### config.mk
export PLATFORM = sky130hd
export DESIGN_NAME = e100_datapath
export DESIGN_NICKNAME = d
export VERILOG_FILES = /design/src/logic/e100_isa_pkg.sv /design/src/logic/e100_ctrl_pkg.sv /design/src/logic/e100_alu.sv /design/src/logic/e100_datapath.sv
export VERILOG_INCLUDE_DIRS = /design/src /design/src/include
export SDC_FILE = /design/constraint.sdc
export NUM_CORES = 1
export LEC_CHECK = 0
export ABC_CLOCK_PERIOD_IN_PS = 4000
export BUFFER_PORTS_ARGS = -buffer_cell sky130_fd_sc_hd__clkbuf_2
export CORE_MARGIN = 2
export CORE_UTILIZATION = 25
export DETAILED_ROUTE_END_ITERATION = 8
export RECOVER_POWER = 25
export SLEW_MARGIN = 0
export SYNTH_ARGS = -nofsm -noshare
export SYNTH_HDL_FRONTEND = slang
export SYNTH_SLANG_ARGS = --single-unit
### constraint.sdc
create_clock -name clock -period 4 [get_ports clock]
set_input_delay 0.8 -clock clock [delete_from_list [all_inputs] [get_ports clock]]
set_output_delay 0.8 -clock clock [all_outputs]
set_load 0.03 [all_outputs]
### src/include/e100_consts.svh
`ifndef E100_CONSTS_SVH
`define E100_CONSTS_SVH

// width of the bus, the memory words and every register
`define E100_WORD_WIDTH 32

// memory addressing
`define E100_ADDR_WIDTH 8
`define E100_MEM_DEPTH 256

// sequencer state code
`define E100_STATE_WIDTH 6

`endif

### src/logic/e100_isa_pkg.sv
`default_nettype none

`include "e100_consts.svh"

package e100_isa_pkg;

    // one bus word
    typedef logic [`E100_WORD_WIDTH-1:0] word_t;

    // word address into the memory
    typedef logic [`E100_ADDR_WIDTH-1:0] addr_t;

    // opcodes occupy a full word; anything not listed decodes as a no-op
    typedef enum logic [`E100_WORD_WIDTH-1:0] {
        OP_HALT = 32'd0,
        OP_ADD  = 32'd1,
        OP_SUB  = 32'd2,
        OP_CP   = 32'd5,
        OP_AND  = 32'd6,
        OP_OR   = 32'd7,
        OP_NOT  = 32'd8,
        OP_BE   = 32'd13,
        OP_BNE  = 32'd14,
        OP_BLT  = 32'd15
    } opcode_t;

endpackage

`default_nettype wire

### src/logic/e100_ctrl_pkg.sv
`default_nettype none

`include "e100_consts.svh"

package e100_ctrl_pkg;

    import e100_isa_pkg::*;

    // execute states of one instruction are consecutive codes
    typedef enum logic [`E100_STATE_WIDTH-1:0] {
        S_RESET,
        S_FETCH1, S_FETCH2, S_FETCH3, S_FETCH4, S_FETCH5, S_FETCH6, S_FETCH7, S_FETCH8,
        S_DECODE,
        S_HALT,
        S_ADD1, S_ADD2, S_ADD3, S_ADD4, S_ADD5, S_ADD6,
        S_SUB1, S_SUB2, S_SUB3, S_SUB4, S_SUB5, S_SUB6,
        S_AND1, S_AND2, S_AND3, S_AND4, S_AND5, S_AND6,
        S_OR1, S_OR2, S_OR3, S_OR4, S_OR5, S_OR6,
        S_NOT1, S_NOT2, S_NOT3, S_NOT4,
        S_CP1, S_CP2, S_CP3, S_CP4,
        S_BE1, S_BE2, S_BE3, S_BE4, S_BE5, S_BE6,
        S_BNE1, S_BNE2, S_BNE3, S_BNE4, S_BNE5, S_BNE6,
        S_BLT1, S_BLT2, S_BLT3, S_BLT4, S_BLT5, S_BLT6
    } state_t;

    // the one driver of the shared bus
    typedef enum logic [3:0] {
        SRC_NONE,
        SRC_IAR,
        SRC_PLUS1,
        SRC_ADD,
        SRC_SUB,
        SRC_BIT_AND,
        SRC_BIT_OR,
        SRC_BIT_NOT,
        SRC_ARG1,
        SRC_ARG2,
        SRC_ARG3,
        SRC_MEMORY
    } bus_source_t;

    typedef struct packed {
        bus_source_t bus_source;
        logic        iar_write;
        logic        opcode_write;
        logic        arg1_write;
        logic        arg2_write;
        logic        arg3_write;
        logic        op1_write;
        logic        op2_write;
        logic        address_write;
        logic        memory_write;
    } ctrl_t;

    // less is signed op1 < op2
    typedef struct packed {
        logic equal;
        logic less;
    } flags_t;

    // first execute state for an opcode, unknown ones go back through reset
    function automatic state_t exec_first_state(opcode_t opcode);
        case (opcode)
            OP_HALT: return S_HALT;
            OP_ADD:  return S_ADD1;
            OP_SUB:  return S_SUB1;
            OP_AND:  return S_AND1;
            OP_OR:   return S_OR1;
            OP_NOT:  return S_NOT1;
            OP_CP:   return S_CP1;
            OP_BE:   return S_BE1;
            OP_BNE:  return S_BNE1;
            OP_BLT:  return S_BLT1;
            default: return S_RESET;
        endcase
    endfunction

endpackage

`default_nettype wire

### src/logic/e100_alu.sv
`timescale 1ns/1ps
`default_nettype none

module e100_alu
    import e100_isa_pkg::*;
    import e100_ctrl_pkg::*;
(
    input  word_t       op1,
    input  word_t       op2,
    input  bus_source_t source,
    output word_t       result,
    output flags_t      flags
);

    always_comb begin
        case (source)
            SRC_ADD: begin
                result = op1 + op2;
            end
            SRC_SUB: begin
                result = op1 - op2;
            end
            SRC_BIT_AND: begin
                result = op1 & op2;
            end
            SRC_BIT_OR: begin
                result = op1 | op2;
            end
            SRC_BIT_NOT: begin
                // complement of op1 only
                result = ~op1;
            end
            default: begin
                result = '0;
            end
        endcase
    end

    // branch conditions
    assign flags = '{equal: (op1 == op2), less: ($signed(op1) < $signed(op2))};

endmodule

`default_nettype wire

### src/logic/e100_datapath.sv
`timescale 1ns/1ps
`default_nettype none

`include "e100_consts.svh"

module e100_datapath
    import e100_isa_pkg::*;
    import e100_ctrl_pkg::*;
(
    input  wire     clock,
    input  wire     reset,
    input  ctrl_t   ctrl,
    input  word_t   read_data,
    output word_t   bus,
    output addr_t   mem_address,
    output opcode_t opcode,
    output flags_t  flags
);

    word_t   iar;
    word_t   iar_plus1;
    opcode_t opcode_reg;
    word_t   arg1;
    word_t   arg2;
    word_t   arg3;
    word_t   op1;
    word_t   op2;
    addr_t   address;
    word_t   alu_result;

    assign iar_plus1 = iar + word_t'(1);

    e100_alu alu (
        .op1    (op1),
        .op2    (op2),
        .source (ctrl.bus_source),
        .result (alu_result),
        .flags  (flags)
    );

    // shared bus with one source per cycle
    always_comb begin
        case (ctrl.bus_source)
            SRC_IAR: begin
                bus = iar;
            end
            SRC_PLUS1: begin
                bus = iar_plus1;
            end
            SRC_ADD, SRC_SUB, SRC_BIT_AND, SRC_BIT_OR, SRC_BIT_NOT: begin
                bus = alu_result;
            end
            SRC_ARG1: begin
                bus = arg1;
            end
            SRC_ARG2: begin
                bus = arg2;
            end
            SRC_ARG3: begin
                bus = arg3;
            end
            SRC_MEMORY: begin
                bus = read_data;
            end
            default: begin
                bus = '0;
            end
        endcase
    end

    // each register captures the bus on its own strobe
    always_ff @(posedge clock) begin
        if (reset) begin
            iar        <= '0;
            opcode_reg <= OP_HALT;
            arg1       <= '0;
            arg2       <= '0;
            arg3       <= '0;
            op1        <= '0;
            op2        <= '0;
            address    <= '0;
        end else begin
            if (ctrl.iar_write) begin
                iar <= bus;
            end
            if (ctrl.opcode_write) begin
                opcode_reg <= opcode_t'(bus);
            end
            if (ctrl.arg1_write) begin
                arg1 <= bus;
            end
            if (ctrl.arg2_write) begin
                arg2 <= bus;
            end
            if (ctrl.arg3_write) begin
                arg3 <= bus;
            end
            if (ctrl.op1_write) begin
                op1 <= bus;
            end
            if (ctrl.op2_write) begin
                op2 <= bus;
            end
            if (ctrl.address_write) begin
                address <= bus[`E100_ADDR_WIDTH-1:0];
            end
        end
    end

    assign mem_address = address;
    assign opcode      = opcode_reg;

    // a program address must fit the memory without wrapping
    address_in_range: assert property (
        @(posedge clock) disable iff (reset)
        ctrl.address_write |-> (bus[`E100_WORD_WIDTH-1:`E100_ADDR_WIDTH] == '0)
    );

endmodule

`default_nettype wire

* Yosys cells after proc, flatten, opt, wreduce, memory -nomap -nowiden
Cells that the tools add are included.
Storage, ports and cells: register bits after elaboration 232, bits of input ports 47, output and inout port bits 74, logic and storage cells 30
Operators by class: add/sub/neg operators 3, $lt $le $gt $ge 1, eq/ne operators 12, multiplexer cells 2, bitwise operators 3, reduce and logical (&&, ||, !) cells 1
Operators by type and width (number):
- 32-bit one-hot mux with 7 select lines | 1
- 32-bit one-hot mux with 5 select lines | 1
- 32-bit by 1-bit adder with 32-bit output (second input constant) | 1
- 32-bit adder | 1
- 32-bit bitwise AND | 1
- 32-bit equality test | 1
- 32-bit less-than comparator | 1
- 32-bit inverter | 1
- 32-bit bitwise OR | 1
- 32-bit subtractor | 1
- 4-bit by 3-bit equality test with 1-bit output (second input constant) | 4
- 4-bit equality test (second input constant) | 4
- 4-bit by 2-bit equality test with 1-bit output (second input constant) | 2
- 5-bit OR reduction | 1
- 4-bit by 1-bit equality test with 1-bit output (second input constant) | 1

* Longest topological paths before layout
depth in word-level cells 3, gate-level depth with buffers 14, depth with buffers taken out 13

* Modules after synthesis
Synthesis repeated with hierarchy kept, for this count alone.
Unflattened totals: cell total of the unflattened synthesis 1883, area, all modules 15297.2 µm²
Modules (own cells, without submodules):
- e100_datapath | times used 1, cells each 1096, area each 10092.2 µm², seq. area each 4644.5 µm²
- e100_alu | times used 1, cells each 787, area each 5205.0 µm², seq. area each 0.0 µm²

* Worst setup path before layout
No wires, ideal clock.
path type input-to-output, from input port ctrl[12] in the netlist's numbering, to output port bus[24], data arrival time 3571 ps, required time 3200 ps, setup slack -371 ps, stages on the path 9, path buffers 4, cells stage by stage clkbuf_8 -> clkbuf_1 -> or2b_2 -> nor3_1 -> clkbuf_1 -> buf_1 -> a221o_1 -> nor2_1 -> o21ai_0
Between the ends: cells in the longest elaborated chain, start to end 3, elaborated cells on any way between the ends 14, those cells by class 11 x eq/ne; 2 x mux; 1 x reduce/logical
Ends and longest elaborated chain:
- start: declaration | RTL line e100_datapath.sv:12 | input ctrl_t ctrl,
- 4-bit by 3-bit equality test with 1-bit output or 4-bit by 2-bit equality test with 1-bit output (tied branches) | RTL line e100_alu.sv:16, e100_datapath.sv:43
- 32-bit one-hot mux with 5 select lines or 5-bit OR reduction (tied branches) | RTL line e100_alu.sv:16, e100_datapath.sv:43
- 32-bit one-hot mux with 7 select lines (*) | RTL line e100_datapath.sv:43 | case (ctrl.bus_source)
- end: declaration | RTL line e100_datapath.sv:14 | output word_t bus,
Every way passes the cells marked *; elsewhere a longest branch is shown, timed or not.

* Worst setup path after layout
from register iar[0], to output port bus[30]
Between the ends: cells in the longest elaborated chain, start to end 2
Ends and longest elaborated chain:
- start: declaration | RTL line e100_datapath.sv:20 | word_t iar;
- start signal: assignment | RTL line e100_datapath.sv:84 | iar <= bus;
- 32-bit by 1-bit adder with 32-bit output | RTL line e100_datapath.sv:31 | assign iar_plus1 = iar + word_t'(1);
- 32-bit one-hot mux with 7 select lines | RTL line e100_datapath.sv:43
Every way passes these cells.

==> run_results.csv <==
group,metric,value,unit
run_status,status,"finished, violations left",
run_status,violations,"negative setup slack",
timing,worst_pin_slew,1.02,ns
floorplan,rows,93,
routing,vias,17800,
floorplan,initial_core_util,0.252,
setup_path,path_max_fanout,2,
finish,nets,2626,
timing,max-slew-margin-rel,0.320,
routing,drt-total-wl,69.3,mm
clock_tree,cts_buffers,30,
yosys,synth_ff_type,"dfxtp_1",
setup_path,startpoint,"iar[0]$_SDFFE_PP0P_",
finish,area_delta_synth_final,41.9,%
yosys,synth-edff-count,0,
yosys,synth.most_common_cell,"nor2_1",
routing,ant_nets,0,
timing,setup_slack,-0.535,ns
floorplan,dieHeight,258,um
yosys,synth_cells,2084,
clock_tree,cts_tree,"yes",
floorplan,core,64100,um2
global_route,use_met3,0.0299,
power_and_ir_drop,p_leak,8.96,nW
placement,placed_cells_incl_taps,3232,
timing,finClkSkew,0.0382,ns
timing,clock.fmax,221,MHz
clock_tree,insertion_delay,0.60,ns
yosys,synth_top_cell_area_share,0.288,
setup_path,r2r-start,"op1[0]$_SDFFE_PP0P_",
routing,via_per_inst,5.30,
yosys,synth.largest_area_cell,"dfxtp_1",
finish,fillers,6647,
global_route,met2_usage,0.338,
worst_hold_path,hold_path.class,"register to register",
routing,drc,0,
power_and_ir_drop,cellPowerDensity,438,nW/um2
placement,hpwl,51.2,mm
finish,drive_above_1_share,0.327,
floorplan,pin_count,121,
clock_tree,htree_levels,1,
placement,port_buffers,119,
global_route,grt.busiest_layer,"met2",
timing,setup_viol,26,
placement,preCtsSetupSlack,-0.378,ns
yosys,synth_commonest_cells,"nor2_1, dfxtp_1, a211oi_1",
yosys,postSynthAreaPerCell,7.74,um2
global_route,grt_use_met1,0.256,
timing,hold_viol_final,0,
timing,slew_violations,0,
yosys,ys_types,100,
floorplan,die-area,66600,um2
setup_path,start_kind,"register",
global_route,grt_pass1_vias,17000,
timing,timing.final.crit_period,4.54,ns
timing,rsz0062_at_grt,"yes",
global_route,grt_pass1_wl,105,mm
timing,fin_worst_hold_slack,0.470,ns
flow_run,max_cap_violations,0,
setup_path,critPathArrivalTime,3.74,ns
power_and_ir_drop,p_total,10.0,mW
timing,min_period_over_period,1.13,
worst_hold_path,hp-start,"opcode[28]$_SDFFE_PP0P_",
finish,stdcell_area,22900,um2
global_route,grt-ovfl-total,0,
yosys,synth_area,16100,um2
clock_tree,cts_max_path_buffers,3,
yosys,ys_ff_latch,232,
global_route,grt_usage,0.200,
finish,fin_cells,3351,
routing,drt-initial-drc-count,1403,
yosys,ys_warn_count,0,
clock_tree,clkSinkCount,232,
setup_path,cp-end-kind,"output pin",
setup_path,critical_path_required,3.20,ns
finish,regArea,4690,um2
global_route,grt_start_max_net_pins,86,
yosys,ys_async_sr_fraction,0,
routing,first_pass_iters,5,
placement,gp_congestion,0.984,
global_route,antenna_found_initial,0,
yosys,seq_area_frac_synth,0.288,
setup_path,critPathKind,"register to output pin",
clock_tree,clk_pin_slew_worst_paths,0.06,ns
finish,diodes,0,
placement,placed_cell_area,19600,um2
yosys,yosys-top-cells-area,"dfxtp_1, a211oi_1, ha_1, nor2_1, a21oi_1",
finish,multi_input_area,11500,um2
floorplan,die_w,258,um
power_and_ir_drop,ir_worst_vdd,0.342,mV
yosys,synth_nets,2235,
routing,wl_per_cell,20.7,um
clock_tree,cts_root_buffer,"clkbuf_16",
worst max-delay path, cell delays in order, from the launching register on:
cell and delay [ns]:
dfxtp_2 0.35, ha_4 0.17, nand2_4 0.07, or4_4 0.56, o311a_1 0.37, or3_4 0.39
a311oi_4 0.31, buf_4 0.16, o21a_1 0.10, nor2_1 0.06, a211oi_4 0.33, inv_1 0.08
clkbuf_8 0.17
power by group:
group	internal [mW]	total [mW]	switching (mW)
registers	2.57	2.73	0.165
logic	1.90	4.38	2.48
clock network	1.78	2.92	1.14
stage by stage:
step | util | setup TNS (ns)
2_1_floorplan | - | -0.0151
3_3_place_gp | 0.306 | -2.24
3_5_place_dp | 0.306 | -2.59
4_1_cts | 0.350 | -6.80
5_1_grt | 0.357 | -10.05
6_report | 0.357 | -6.60
layer usage:
layer | wire, um | part of all wire
met5 | 0 | 0
met4 | 2890 | 0.042
met3 | 4400 | 0.063
met1 | 29600 | 0.43
met2 | 32400 | 0.47
final cells by class:
class | count | share of cell area
tap | 855 | 0.0467
inverter | 128 | 0.0219
sequential | 232 | 0.205
timing repair buffer | 530 | 0.179
multi-input combinational | 1553 | 0.502
clock inverter | 13 | 0.00880
clock buffer | 40 | 0.0367
placed cells by master (no fill, tap or decap), types with 14 or more instances in the layout:
| cell | synthesis | routed |
|---|---|---|
| a221oi_1 | 36 | 30 |
| clkbuf_8 | 17 | 16 |
| o22ai_1 | 18 | 15 |
| a21oi_2 | 0 | 19 |
| buf_6 | 7 | 47 |
| o21bai_1 | 16 | 16 |
| clkbuf_2 | 3 | 49 |
| dfxtp_1 | 232 | 198 |
| and3_1 | 15 | 14 |
| ha_4 | 0 | 21 |
| mux2i_1 | 16 | 14 |
| a211oi_1 | 194 | 187 |
| nor3_1 | 60 | 45 |
| nand4_1 | 15 | 15 |
| buf_4 | 0 | 355 |
| o21ai_0 | 76 | 56 |
| clkbuf_16 | 0 | 31 |
| xnor2_1 | 19 | 18 |
| o211ai_1 | 19 | 19 |
| xor2_1 | 14 | 14 |
| o21ai_1 | 3 | 14 |
| nand2b_1 | 19 | 17 |
| inv_1 | 127 | 90 |
| a22oi_1 | 18 | 18 |
| ha_1 | 102 | 75 |
| dfxtp_2 | 0 | 31 |
| and4_1 | 25 | 24 |
| nand2_1 | 111 | 105 |
| nor2b_1 | 17 | 16 |
| nand3_1 | 67 | 62 |
| nor2_1 | 316 | 308 |
| a311oi_1 | 14 | 14 |
| clkbuf_1 | 114 | 52 |
| nor4_1 | 42 | 36 |
| inv_2 | 0 | 33 |
| a21oi_1 | 115 | 89 |
final timing paths:
kind | end | slack [ns] | depth (start not counted)
max | bus[30] | -0.54 | 12
min reg2reg | opcode[28]$_SDFFE_PP0P_ | 0.47 | 2
max reg2reg | iar[18]$_SDFFE_PP0P_ | 0.55 | 16
min | opcode[28]$_SDFFE_PP0P_ | 0.47 | 2
cells by family after synthesis:
kind of cell / after synthesis / synth area share
buf+inv: 299 / 0.0894
flops: 232 / 0.288
fa+ha+maj: 104 / 0.0816
xor+xnor: 33 / 0.0179
compound gates: 641 / 0.282
mux: 21 / 0.0148
simple gates: 754 / 0.226
timing repair:
item                                    CTS  global route
hold buffers                              0             0
resized for setup                       349           101
endpoints found under the hold margin     0             0
endpoints found under the setup margin   27            31
pin swaps                               102            83
setup buffers                            52            24
Power figures use the tool's default switching activity.
