**src/include/e100_consts.svh**
```systemverilog
`ifndef E100_CONSTS_SVH
`define E100_CONSTS_SVH

// width of the bus, the memory words and every register
`define E100_WORD_WIDTH 32

// memory addressing
`define E100_ADDR_WIDTH 8
`define E100_MEM_DEPTH 256

// sequencer state code
`define E100_STATE_WIDTH 6

`endif

```
**src/logic/e100_isa_pkg.sv**
```systemverilog
`default_nettype none

`include "e100_consts.svh"

package e100_isa_pkg;

    // one bus word
    typedef logic [`E100_WORD_WIDTH-1:0] word_t;

    // word address into the memory
    typedef logic [`E100_ADDR_WIDTH-1:0] addr_t;

    // opcodes occupy a full word; anything not listed decodes as a no-op
    typedef enum logic [`E100_WORD_WIDTH-1:0] {
        OP_HALT = 32'd0,
        OP_ADD  = 32'd1,
        OP_SUB  = 32'd2,
        OP_CP   = 32'd5,
        OP_AND  = 32'd6,
        OP_OR   = 32'd7,
        OP_NOT  = 32'd8,
        OP_BE   = 32'd13,
        OP_BNE  = 32'd14,
        OP_BLT  = 32'd15
    } opcode_t;

endpackage

`default_nettype wire

```
**src/logic/e100_ctrl_pkg.sv**
```systemverilog
`default_nettype none

`include "e100_consts.svh"

package e100_ctrl_pkg;

    import e100_isa_pkg::*;

    // execute states of one instruction are consecutive codes
    typedef enum logic [`E100_STATE_WIDTH-1:0] {
        S_RESET,
        S_FETCH1, S_FETCH2, S_FETCH3, S_FETCH4, S_FETCH5, S_FETCH6, S_FETCH7, S_FETCH8,
        S_DECODE,
        S_HALT,
        S_ADD1, S_ADD2, S_ADD3, S_ADD4, S_ADD5, S_ADD6,
        S_SUB1, S_SUB2, S_SUB3, S_SUB4, S_SUB5, S_SUB6,
        S_AND1, S_AND2, S_AND3, S_AND4, S_AND5, S_AND6,
        S_OR1, S_OR2, S_OR3, S_OR4, S_OR5, S_OR6,
        S_NOT1, S_NOT2, S_NOT3, S_NOT4,
        S_CP1, S_CP2, S_CP3, S_CP4,
        S_BE1, S_BE2, S_BE3, S_BE4, S_BE5, S_BE6,
        S_BNE1, S_BNE2, S_BNE3, S_BNE4, S_BNE5, S_BNE6,
        S_BLT1, S_BLT2, S_BLT3, S_BLT4, S_BLT5, S_BLT6
    } state_t;

    // the one driver of the shared bus
    typedef enum logic [3:0] {
        SRC_NONE,
        SRC_IAR,
        SRC_PLUS1,
        SRC_ADD,
        SRC_SUB,
        SRC_BIT_AND,
        SRC_BIT_OR,
        SRC_BIT_NOT,
        SRC_ARG1,
        SRC_ARG2,
        SRC_ARG3,
        SRC_MEMORY
    } bus_source_t;

    typedef struct packed {
        bus_source_t bus_source;
        logic        iar_write;
        logic        opcode_write;
        logic        arg1_write;
        logic        arg2_write;
        logic        arg3_write;
        logic        op1_write;
        logic        op2_write;
        logic        address_write;
        logic        memory_write;
    } ctrl_t;

    // less is signed op1 < op2
    typedef struct packed {
        logic equal;
        logic less;
    } flags_t;

    // first execute state for an opcode, unknown ones go back through reset
    function automatic state_t exec_first_state(opcode_t opcode);
        case (opcode)
            OP_HALT: return S_HALT;
            OP_ADD:  return S_ADD1;
            OP_SUB:  return S_SUB1;
            OP_AND:  return S_AND1;
            OP_OR:   return S_OR1;
            OP_NOT:  return S_NOT1;
            OP_CP:   return S_CP1;
            OP_BE:   return S_BE1;
            OP_BNE:  return S_BNE1;
            OP_BLT:  return S_BLT1;
            default: return S_RESET;
        endcase
    endfunction

endpackage

`default_nettype wire

```
**src/logic/e100_sequencer.sv**
```systemverilog
`timescale 1ns/1ps
`default_nettype none

`include "e100_consts.svh"

module e100_sequencer
    import e100_isa_pkg::*;
    import e100_ctrl_pkg::*;
(
    input  wire     clock,
    input  wire     reset,
    input  opcode_t opcode,
    input  flags_t  flags,
    output ctrl_t   ctrl,
    output logic    halted
);

    state_t state;
    state_t next_state;

    always_ff @(posedge clock) begin
        if (reset) begin
            state <= S_RESET;
        end else begin
            state <= next_state;
        end
    end

    // most states just step to the following code
    always_comb begin
        case (state)
            S_DECODE: begin
                next_state = exec_first_state(opcode);
            end
            S_HALT: begin
                next_state = S_HALT;
            end
            S_ADD6, S_SUB6, S_AND6, S_OR6, S_NOT4, S_CP4, S_BE6, S_BNE6, S_BLT6: begin
                next_state = S_FETCH1;
            end
            // taken branches go on to the IAR load
            S_BE5: begin
                next_state = flags.equal ? S_BE6 : S_FETCH1;
            end
            S_BNE5: begin
                next_state = flags.equal ? S_FETCH1 : S_BNE6;
            end
            S_BLT5: begin
                next_state = flags.less ? S_BLT6 : S_FETCH1;
            end
            default: begin
                next_state = state_t'(state + `E100_STATE_WIDTH'(1));
            end
        endcase
    end

    always_comb begin
        ctrl = '0;
        case (state)
            S_FETCH1: begin
                ctrl.bus_source    = SRC_IAR;
                ctrl.address_write = 1'b1;
            end
            S_FETCH2: begin
                ctrl.bus_source   = SRC_MEMORY;
                ctrl.opcode_write = 1'b1;
            end
            // step to the next instruction word
            S_FETCH3, S_FETCH5, S_FETCH7: begin
                ctrl.bus_source    = SRC_PLUS1;
                ctrl.iar_write     = 1'b1;
                ctrl.address_write = 1'b1;
            end
            S_FETCH4: begin
                ctrl.bus_source = SRC_MEMORY;
                ctrl.arg1_write = 1'b1;
            end
            S_FETCH6: begin
                ctrl.bus_source = SRC_MEMORY;
                ctrl.arg2_write = 1'b1;
            end
            S_FETCH8: begin
                ctrl.bus_source = SRC_MEMORY;
                ctrl.arg3_write = 1'b1;
            end
            // IAR now points past arg3
            S_DECODE: begin
                ctrl.bus_source = SRC_PLUS1;
                ctrl.iar_write  = 1'b1;
            end
            S_ADD1, S_SUB1, S_AND1, S_OR1, S_NOT1, S_CP1, S_BE1, S_BNE1, S_BLT1: begin
                ctrl.bus_source    = SRC_ARG2;
                ctrl.address_write = 1'b1;
            end
            S_ADD2, S_SUB2, S_AND2, S_OR2, S_NOT2, S_BE2, S_BNE2, S_BLT2: begin
                ctrl.bus_source = SRC_MEMORY;
                ctrl.op1_write  = 1'b1;
            end
            // cp parks the source word in arg3
            S_CP2: begin
                ctrl.bus_source = SRC_MEMORY;
                ctrl.arg3_write = 1'b1;
            end
            S_ADD3, S_SUB3, S_AND3, S_OR3, S_BE3, S_BNE3, S_BLT3: begin
                ctrl.bus_source    = SRC_ARG3;
                ctrl.address_write = 1'b1;
            end
            S_ADD4, S_SUB4, S_AND4, S_OR4, S_BE4, S_BNE4, S_BLT4: begin
                ctrl.bus_source = SRC_MEMORY;
                ctrl.op2_write  = 1'b1;
            end
            S_ADD5, S_SUB5, S_AND5, S_OR5, S_NOT3, S_CP3: begin
                ctrl.bus_source    = SRC_ARG1;
                ctrl.address_write = 1'b1;
            end
            S_ADD6: begin
                ctrl.bus_source   = SRC_ADD;
                ctrl.memory_write = 1'b1;
            end
            S_SUB6: begin
                ctrl.bus_source   = SRC_SUB;
                ctrl.memory_write = 1'b1;
            end
            S_AND6: begin
                ctrl.bus_source   = SRC_BIT_AND;
                ctrl.memory_write = 1'b1;
            end
            S_OR6: begin
                ctrl.bus_source   = SRC_BIT_OR;
                ctrl.memory_write = 1'b1;
            end
            S_NOT4: begin
                ctrl.bus_source   = SRC_BIT_NOT;
                ctrl.memory_write = 1'b1;
            end
            S_CP4: begin
                ctrl.bus_source   = SRC_ARG3;
                ctrl.memory_write = 1'b1;
            end
            // taken branch loads the target into IAR
            S_BE6, S_BNE6, S_BLT6: begin
                ctrl.bus_source = SRC_ARG1;
                ctrl.iar_write  = 1'b1;
            end
            default: begin
                ctrl = '0;
            end
        endcase
    end

    assign halted = (state == S_HALT);

    halt_is_quiet: assert property (
        @(posedge clock) disable iff (reset)
        (state == S_HALT) |-> (ctrl == '0)
    );

    // the address register must be stable while memory is written
    no_write_during_address: assert property (
        @(posedge clock) disable iff (reset)
        !(ctrl.memory_write && ctrl.address_write)
    );

endmodule

`default_nettype wire

```
**config.mk**
```make
export PLATFORM = sky130hd
export DESIGN_NAME = e100_sequencer
export DESIGN_NICKNAME = d
export VERILOG_FILES = /design/src/logic/e100_isa_pkg.sv /design/src/logic/e100_ctrl_pkg.sv /design/src/logic/e100_sequencer.sv
export VERILOG_INCLUDE_DIRS = /design/src /design/src/include
export SDC_FILE = /design/constraint.sdc
export NUM_CORES = 1
export LEC_CHECK = 0
export BUFFER_PORTS_ARGS = -buffer_cell sky130_fd_sc_hd__buf_2
export CORE_ASPECT_RATIO = 0.75
export CORE_MARGIN = 2
export CORE_UTILIZATION = 40
export CTS_BUF_LIST = sky130_fd_sc_hd__clkbuf_4 sky130_fd_sc_hd__clkbuf_8
export CTS_CLUSTER_DIAMETER = 100
export DETAILED_ROUTE_END_ITERATION = 6
export PLACE_DENSITY = 0.67
export SYNTH_ARGS = -nofsm -noshare
export SYNTH_HDL_FRONTEND = slang
export SYNTH_SLANG_ARGS = --single-unit
```
**constraint.sdc**
```tcl
create_clock -name clock -period 3 [get_ports clock]
set_input_delay 0.15 -clock clock [delete_from_list [all_inputs] [get_ports clock]]
set_output_delay 0.15 -clock clock [all_outputs]
set_load 0.01 [all_outputs]
```
Yosys cells after proc, flatten, opt, wreduce, memory -nomap -nowiden
Memory sizes are Yosys's and may differ from the RTL's.
Index checks and enable logic that the tools add are counted.
- muxes and demuxes: 15
- eq/ne operators: 60
- reduce and logical (&&, ||, !) cells: 13
- add/subtract/negate cells: 1
- operators by type and width (kind ; count):
    $eq 6x6->1 const B ; 29
    $eq 6x5->1 const B ; 16
    $eq 6x4->1 const B ; 8
    $pmux 4 s11 ; 1
    $pmux 6 s6 ; 1
    $logic_not 28->1 ; 1
    $reduce_or 9->1 ; 3
    $reduce_or 26->1 ; 1
    $eq 6x3->1 const B ; 4
    $mux 6 ; 4
    $reduce_or 20->1 ; 1
    $reduce_or 8->1 ; 2
    $reduce_or 7->1 ; 2
    $eq 6x2->1 const B ; 2
    $mux 1 ; 9
    $add 6x1->6 const B ; 1
    $eq 6x1->1 const B ; 1
    $reduce_or 6->1 ; 1
    $reduce_or 4->1 ; 1
    $reduce_or 2->1 ; 1
- input port bits: 36
- memory bits (read-only): 96
- logic and storage cells: 91
- register bits: 6
- memories: 1
- memories (name ; words ; width ; rd ports ; clocked after Yosys merged registers in ; write ports ; line ; RTL):
    (no name shown) ; 16 ; 6 ; 1 ; 0 ; 0 ; e100_ctrl_pkg.sv:63 ; case (opcode)

Logic depth before layout (Yosys ltp)
Gate-level depths: netlist (run 1).
- word-level depth: 3
- gate-level depth with buffers: 9
- depth with buffers taken out: 7

Worst setup path after synthesis (run 1)
Ideal clock, no wire load.
- path type: reg2reg
- from: reg state[0]
- to: reg state[2]
- stages on the path, launching flop included: 9
- required time: 2.880 ns
- arrival time: 1.912 ns
- period minus slack after synthesis: 2.032 ns
- slack: 0.968 ns
- path buffers: 1
- cells stage by stage: dfxtp_1 inv_1 ha_1 or3b_1 a211o_1 and3_1 buf_6 and2_4 o31a_1
- word-level cells in the longest chain between the ends: 3
- elaborated cells on any way between the ends: 17
- classes of those cells: add/sub: 1; eq/ne: 14; mux: 1; reduce/logical: 1
- RTL lines (element ; line ; RTL):
    start, declared ; e100_sequencer.sv:18 ; state_t state;
    start signal, assigned ; e100_sequencer.sv:25 ; state <= next_state;
    parallel branches: the longest is 2 deep, another holds $add 6x1->6 ; -- ;
    $pmux 6 s6 * ; e100_sequencer.sv:31 ; case (state)
Every way passes the cells marked *.
A chain may end at the register's enable or synchronous reset.

==> out/results.ini, run 1 <==
[status]
status=complete, no violations

[grt]
grt_use_total=0.204
antenna_found_initial=0
grt_max_degree=25
grt_pass1_wl_mm=6.24
grt_overflow=0
grt_pass1_vias=1372

[critical_path]
path_cells=nor2_1 > o211ai_1 > nand3_1 > a222oi_1 > nand3_1 > buf_2
crit_path_frequent_cell=nand3_1
crit_fanout=24
cp.required_ps=2850
worstPathArrival_ps=2230
slowest_delay_ps=760
critPathCaptureType=output port
crit_type=flop to output port
cp-start-kind=flop
cp_slowest_cell=dfxtp_1

[timing]
finalClockSkew_ps=1.10
rsz0062_at_grt=no
period_needed_ps=2380
relSlewSlack=0.536
setup_viol=0
fin_tns_setup_ps=0
worstMarginPinSlew_ps=696
max_freq_ghz=0.421
finalHoldViolCount=0
fin_crit_sh=0.792
fin_hold_ws_ps=177
slew_viol_final=0

[drt]
wl_mm=3.93
dr.pass1.iters=6
drt_iter0_drc=151
vias=1668
wire_per_inst_um=13.9
vias_per_cell=5.87
ant_nets=0
drc=0

[logic_synthesis]
synth_area_um2=1340
muxShareOfSynthArea=0.0336
yosys_warnings=0
synth.avg_cell_area_um2=6.53
synth-simple-area-share=0.362
synth_xor_area_frac=0.0327
synth-edff-count=0
synthFlopType=dfxtp_1
ys_types=50
ys_seq_elements=6
synth_adder_area_share=0.0916
synth_top_family_by_area=simple AND/OR/NAND/NOR gates
syn_nets=250
synth_cells=205
synth-compound-area-share=0.304
ys_seq_area_frac=0.0897
async_flop_share=0

[final_layout]
top_register=state
syn_to_final_growth_pct=22.1
largest_register_ffs=6
num_antenna_cells=0
nFillCells=341
top_regs=state x6
nets=291
drive_above_1_share=0.258

[power_and_ir_drop]
power_uw=389
leakage_uw=0.000715
peakVddDrop_mv=0.329
power.density_nw_per_um2=238

[clock_network]
worst_skew_pair.late_latency_ps=220
htreeDepth=1
ctsLongestPathBuffers=2
cts_resized=0
clkTransAtPathRegs_ps=40
cts_buffers=3
cts_setup_buffers=0
root_buffer=clkbuf_8
cts.sinks=6
cts_tree=built
holdBufCountCts=0

[run]
maxCapViolCount=0

[hold_path]
hold_path.class=primary input to flop

[floorplan]
ios=50
die_width_um=70.8
die_y_um=54.1
start_util=0.413
core-area_um2=3240
num_rows=18
die_area_um2=3830

[placement]
hpwl_mm=3.00
gp_congestion=0.931
portBuffers=49

per-stage QoR:
step	utilization	setup slack, ps	instance area [um^2]	instances
6_report	0.504	623	1630	284
5_1_grt	0.504	447	1630	284
4_1_cts	0.504	642	1630	284
3_5_place_dp	0.491	674	1590	281
3_3_place_gp	0.491	698	1590	281
2_1_floorplan	-	968	1340	205
cell usage after synthesis (4+ instances only):
cell	count	area, um^2
inv_1	10	37.5
a31oi_1	4	25.0
a21oi_1	17	85.1
dfxtp_1	6	120
clkbuf_1	11	41.3
and3_1	6	37.5
nor4_1	8	50.1
o21ai_0	11	55.1
nand2_1	25	93.8
nor2b_1	9	56.3
nor2_1	11	41.3
xnor2_1	4	35.0
ha_1	9	113
nand3_1	14	70.1
cells by family after synthesis:
group | count (synthesis)
AND/OR/NAND/NOR | 92
AO/OA/AOI/OAI | 61
buffers and inverters | 28
adder cells (fa/ha/maj) | 10
flip-flops | 6
XOR/XNOR | 5
multiplexers | 3
layer usage:
metal	GRT usage	share of wire
met3	0.0543	0.12
met1	0.289	0.47
met5	0	0
met2	0.316	0.41
met4	0.0283	0.0015
cell type report:
type | instances | area (um^2) | area share
clock buffers | 3 | 41.3 | 0.0253
inverters | 10 | 37.5 | 0.0230
well taps | 40 | 50.0 | 0.0306
repair buffers | 54 | 283 | 0.173
multi-input cells | 171 | 1100 | 0.675
flip-flops and latches | 6 | 120 | 0.0735
worst paths after layout:
check / slack [ps] / startpoint / endpoint / cells after the start
max: 620 / state[3] / ctrl[12] / 6
min: 180 / reset / state[4] / 2
max reg2reg: 630 / state[0] / state[0] / 7
min reg2reg: 570 / state[0] / state[0] / 1
power breakdown:
part	internal, uW	total, uW	switching, uW
sequential	84.5	95.2	10.8
clock	86.2	121	35.0
combinational	79.3	172	92.9
total	250	389	139
critical path, delay by kind of cell (launching register included):
family                 cells  cell delay [ps]
buffers and inverters      1              150
flip-flops                 1              760
AND/OR/NAND/NOR            3              390
AO/OA/AOI/OAI              2              690
layout by cell type, fill, tap and decap left out, types with 2 or more instances in the layout:
master     instances
nand2b_1           3
nor3b_1            3
nor2b_1            9
a22o_1             3
o21ai_0           11
buf_2             49
xnor2_1            4
nand3_1           14
nand2_1           25
nor4_1             8
mux2_2             2
a2bb2oi_1          3
buf_4              5
a21o_1             2
nor3_1             2
nor4b_1            2
inv_1             10
ha_1               9
clkbuf_8           3
o21bai_1           2
dfxtp_1            6
nand4_1            3
o22ai_1            2
a21oi_1           17
and3_1             6
a31oi_1            4
nor2_1            11
a221oi_1           3
o31ai_1            2
o211ai_1           2
(Power assumes the default switching activity.)
==> inputs of run 2 (changes only) <==
--- a/config.mk
+++ b/config.mk
@@ -6,6 +6,7 @@
 export SDC_FILE = /design/constraint.sdc
 export NUM_CORES = 1
 export LEC_CHECK = 0
+export ABC_AREA = 1
 export BUFFER_PORTS_ARGS = -buffer_cell sky130_fd_sc_hd__buf_2
 export CORE_ASPECT_RATIO = 0.75
 export CORE_MARGIN = 2
==> constraint.sdc (replaced) <==
create_clock -name clock -period 2.34 [get_ports clock]
set_input_delay 0.117 -clock clock [delete_from_list [all_inputs] [get_ports clock]]
set_output_delay 0.117 -clock clock [all_outputs]
set_load 0.01 [all_outputs]
==> out/results.ini, run 2 <==
[timing]
fin_crit_sh=0.911
period_needed_ps=2130
max_freq_ghz=0.469
slew_viol_final=0
finalClockSkew_ps=3.55
rsz0062_at_grt=no
worstMarginPinSlew_ps=415
finalHoldViolCount=0
setup_viol=0
fin_hold_ws_ps=80.1
relSlewSlack=0.722
fin_tns_setup_ps=0

[logic_synthesis]
synthTopCellsByCount=72 x nand2_1, 58 x nor2_1, 26 x inv_1, 26 x nand3_1, 13 x a21oi_1
synth.area.top_cells=nand2_1 20%, nor2_1 16%, nand3_1 9.5%
async_flop_share=0
ys_types=30
ys_seq_elements=6
synth_cells=262
yosys_warnings=0
synthFlopType=dfxtp_1
ys_seq_area_frac=0.0881
synth-edff-count=0
syn_nets=307
synth.avg_cell_area_um2=5.21
synth_area_um2=1360
synth_top_area_share=0.198
synth_most_common_cell=nand2_1
synth_top_area_cell=nand2_1

[clock_network]
cts_resized=0
worst_skew_pair.late_latency_ps=220
htreeDepth=1
holdBufCountCts=0
cts_buffers=3
cts.sinks=6
root_buffer=clkbuf_8
cts_setup_buffers=0
cts_tree=built
ctsLongestPathBuffers=2
clkTransAtPathRegs_ps=40

[critical_path]
slowest_delay_ps=390
worstPathArrival_ps=2010
crit_fanout=9
rrSetupSlack_ps=520
cp_slowest_cell=dfxtp_1
path_buf_inv=3
path_cells=inv_1 > ha_1 > inv_1 > nor2_1 > nand3b_1 > nand2_1 > nand2_1 > nor2_1 > nand3_1 > buf_2
path_delay_family=simple AND/OR/NAND/NOR gates
critPathCaptureType=output port
cp.required_ps=2220
crit_type=flop to output port
cp-start-kind=flop

[grt]
grt_pass1_vias=1490
antenna_found_initial=0
grt_pass1_wl_mm=6.44
grt_overflow=0
grt_max_degree=11
grt_use_total=0.205

[floorplan]
num_rows=18
die_y_um=54.6
ios=50
core-area_um2=3270
start_util=0.418
die_area_um2=3900
die_width_um=71.4

[final_layout]
top_regs=state x6
drive_above_1_share=0.228
num_antenna_cells=0
top_register=state
nFillCells=357
mostFrequentLayoutCells=72 x nand2_1, 58 x nor2_1, 49 x buf_2
post-route-util=0.516
nets=358
largest_register_ffs=6
final_common_cell=nand2_1
syn_to_final_growth_pct=23.5

[placement]
portBuffers=49
gp_congestion=0.904
hpwl_mm=3.23

[drt]
drc=0
vias=1756
drt_iter0_drc=191
ant_nets=0
vias_per_cell=5.00
wl_mm=3.87
wire_per_inst_um=11.0
dr.pass1.iters=4

[power_and_ir_drop]
leakage_uw=0.00101
power_uw=653
peakVddDrop_mv=0.354
power.density_nw_per_um2=388

[status]
status=complete, no violations

[hold_path]
hold_path.class=primary input to flop

[run]
maxCapViolCount=0

-- run 2: changes by cell type after synthesis, sizes merged, moves of 5 or more --
cell	previous run	this run
nand2	25	75
nor4	8	0
nand4	3	8
and3	6	0
nand3	14	27
o21ai	11	6
clkbuf	11	1
nor2b	10	0
nor2	11	65
inv	10	33
-- run 2: worst paths after layout --
check            from       end  depth (start not counted)
max          state[0]  ctrl[12]                         10
min             reset  state[3]                          2
max reg2reg  state[1]  state[4]                         10
min reg2reg  state[0]  state[3]                          4
-- run 2: layer usage --
layer | share of wire | track usage | vias to the layer above | wire length (um)
met4 | 0 | 0.0535 | 0 | 0
met2 | 0.43 | 0.335 | 47 | 1650
li1 | - | - | 934 | -
met3 | 0.059 | 0.0184 | 0 | 230
met1 | 0.51 | 0.293 | 775 | 1980
met5 | 0 | 0 | - | 0
-- run 2: power by group --
group	internal, uW	switching [uW]	leakage (uW)
sequential	116	25.6	0.0000491
clock	110	41.2	0.0000216
combinational	141	220	0.000942
total	367	287	0.00101
-- run 2: area by class of cell --
cell class / instances / area [um^2] / area share
well taps: 40 / 50.0 / 0.0297
multi-input cells: 219 / 1090 / 0.649
inverters: 33 / 126 / 0.0750
repair buffers: 50 / 253 / 0.150
flip-flops and latches: 6 / 120 / 0.0713
clock buffers: 3 / 41.3 / 0.0245
-- run 2: cells by family after synthesis --
kind of cell / after synthesis / synth area share
AO/OA/AOI/OAI: 25 / 0.102
XOR/XNOR: 4 / 0.0257
adder cells (fa/ha/maj): 9 / 0.0826
buffers and inverters: 37 / 0.110
flip-flops: 6 / 0.0881
AND/OR/NAND/NOR: 181 / 0.592
-- run 2: through the flow --
step                      area [um^2]  setup WS, ps  cells
after global placement           1640           455    348
after floorplan                  1360           790    262
after CTS                        1680           231    351
after global routing             1680          43.7    351
final                            1680           209    351
after detailed placement         1640           466    348
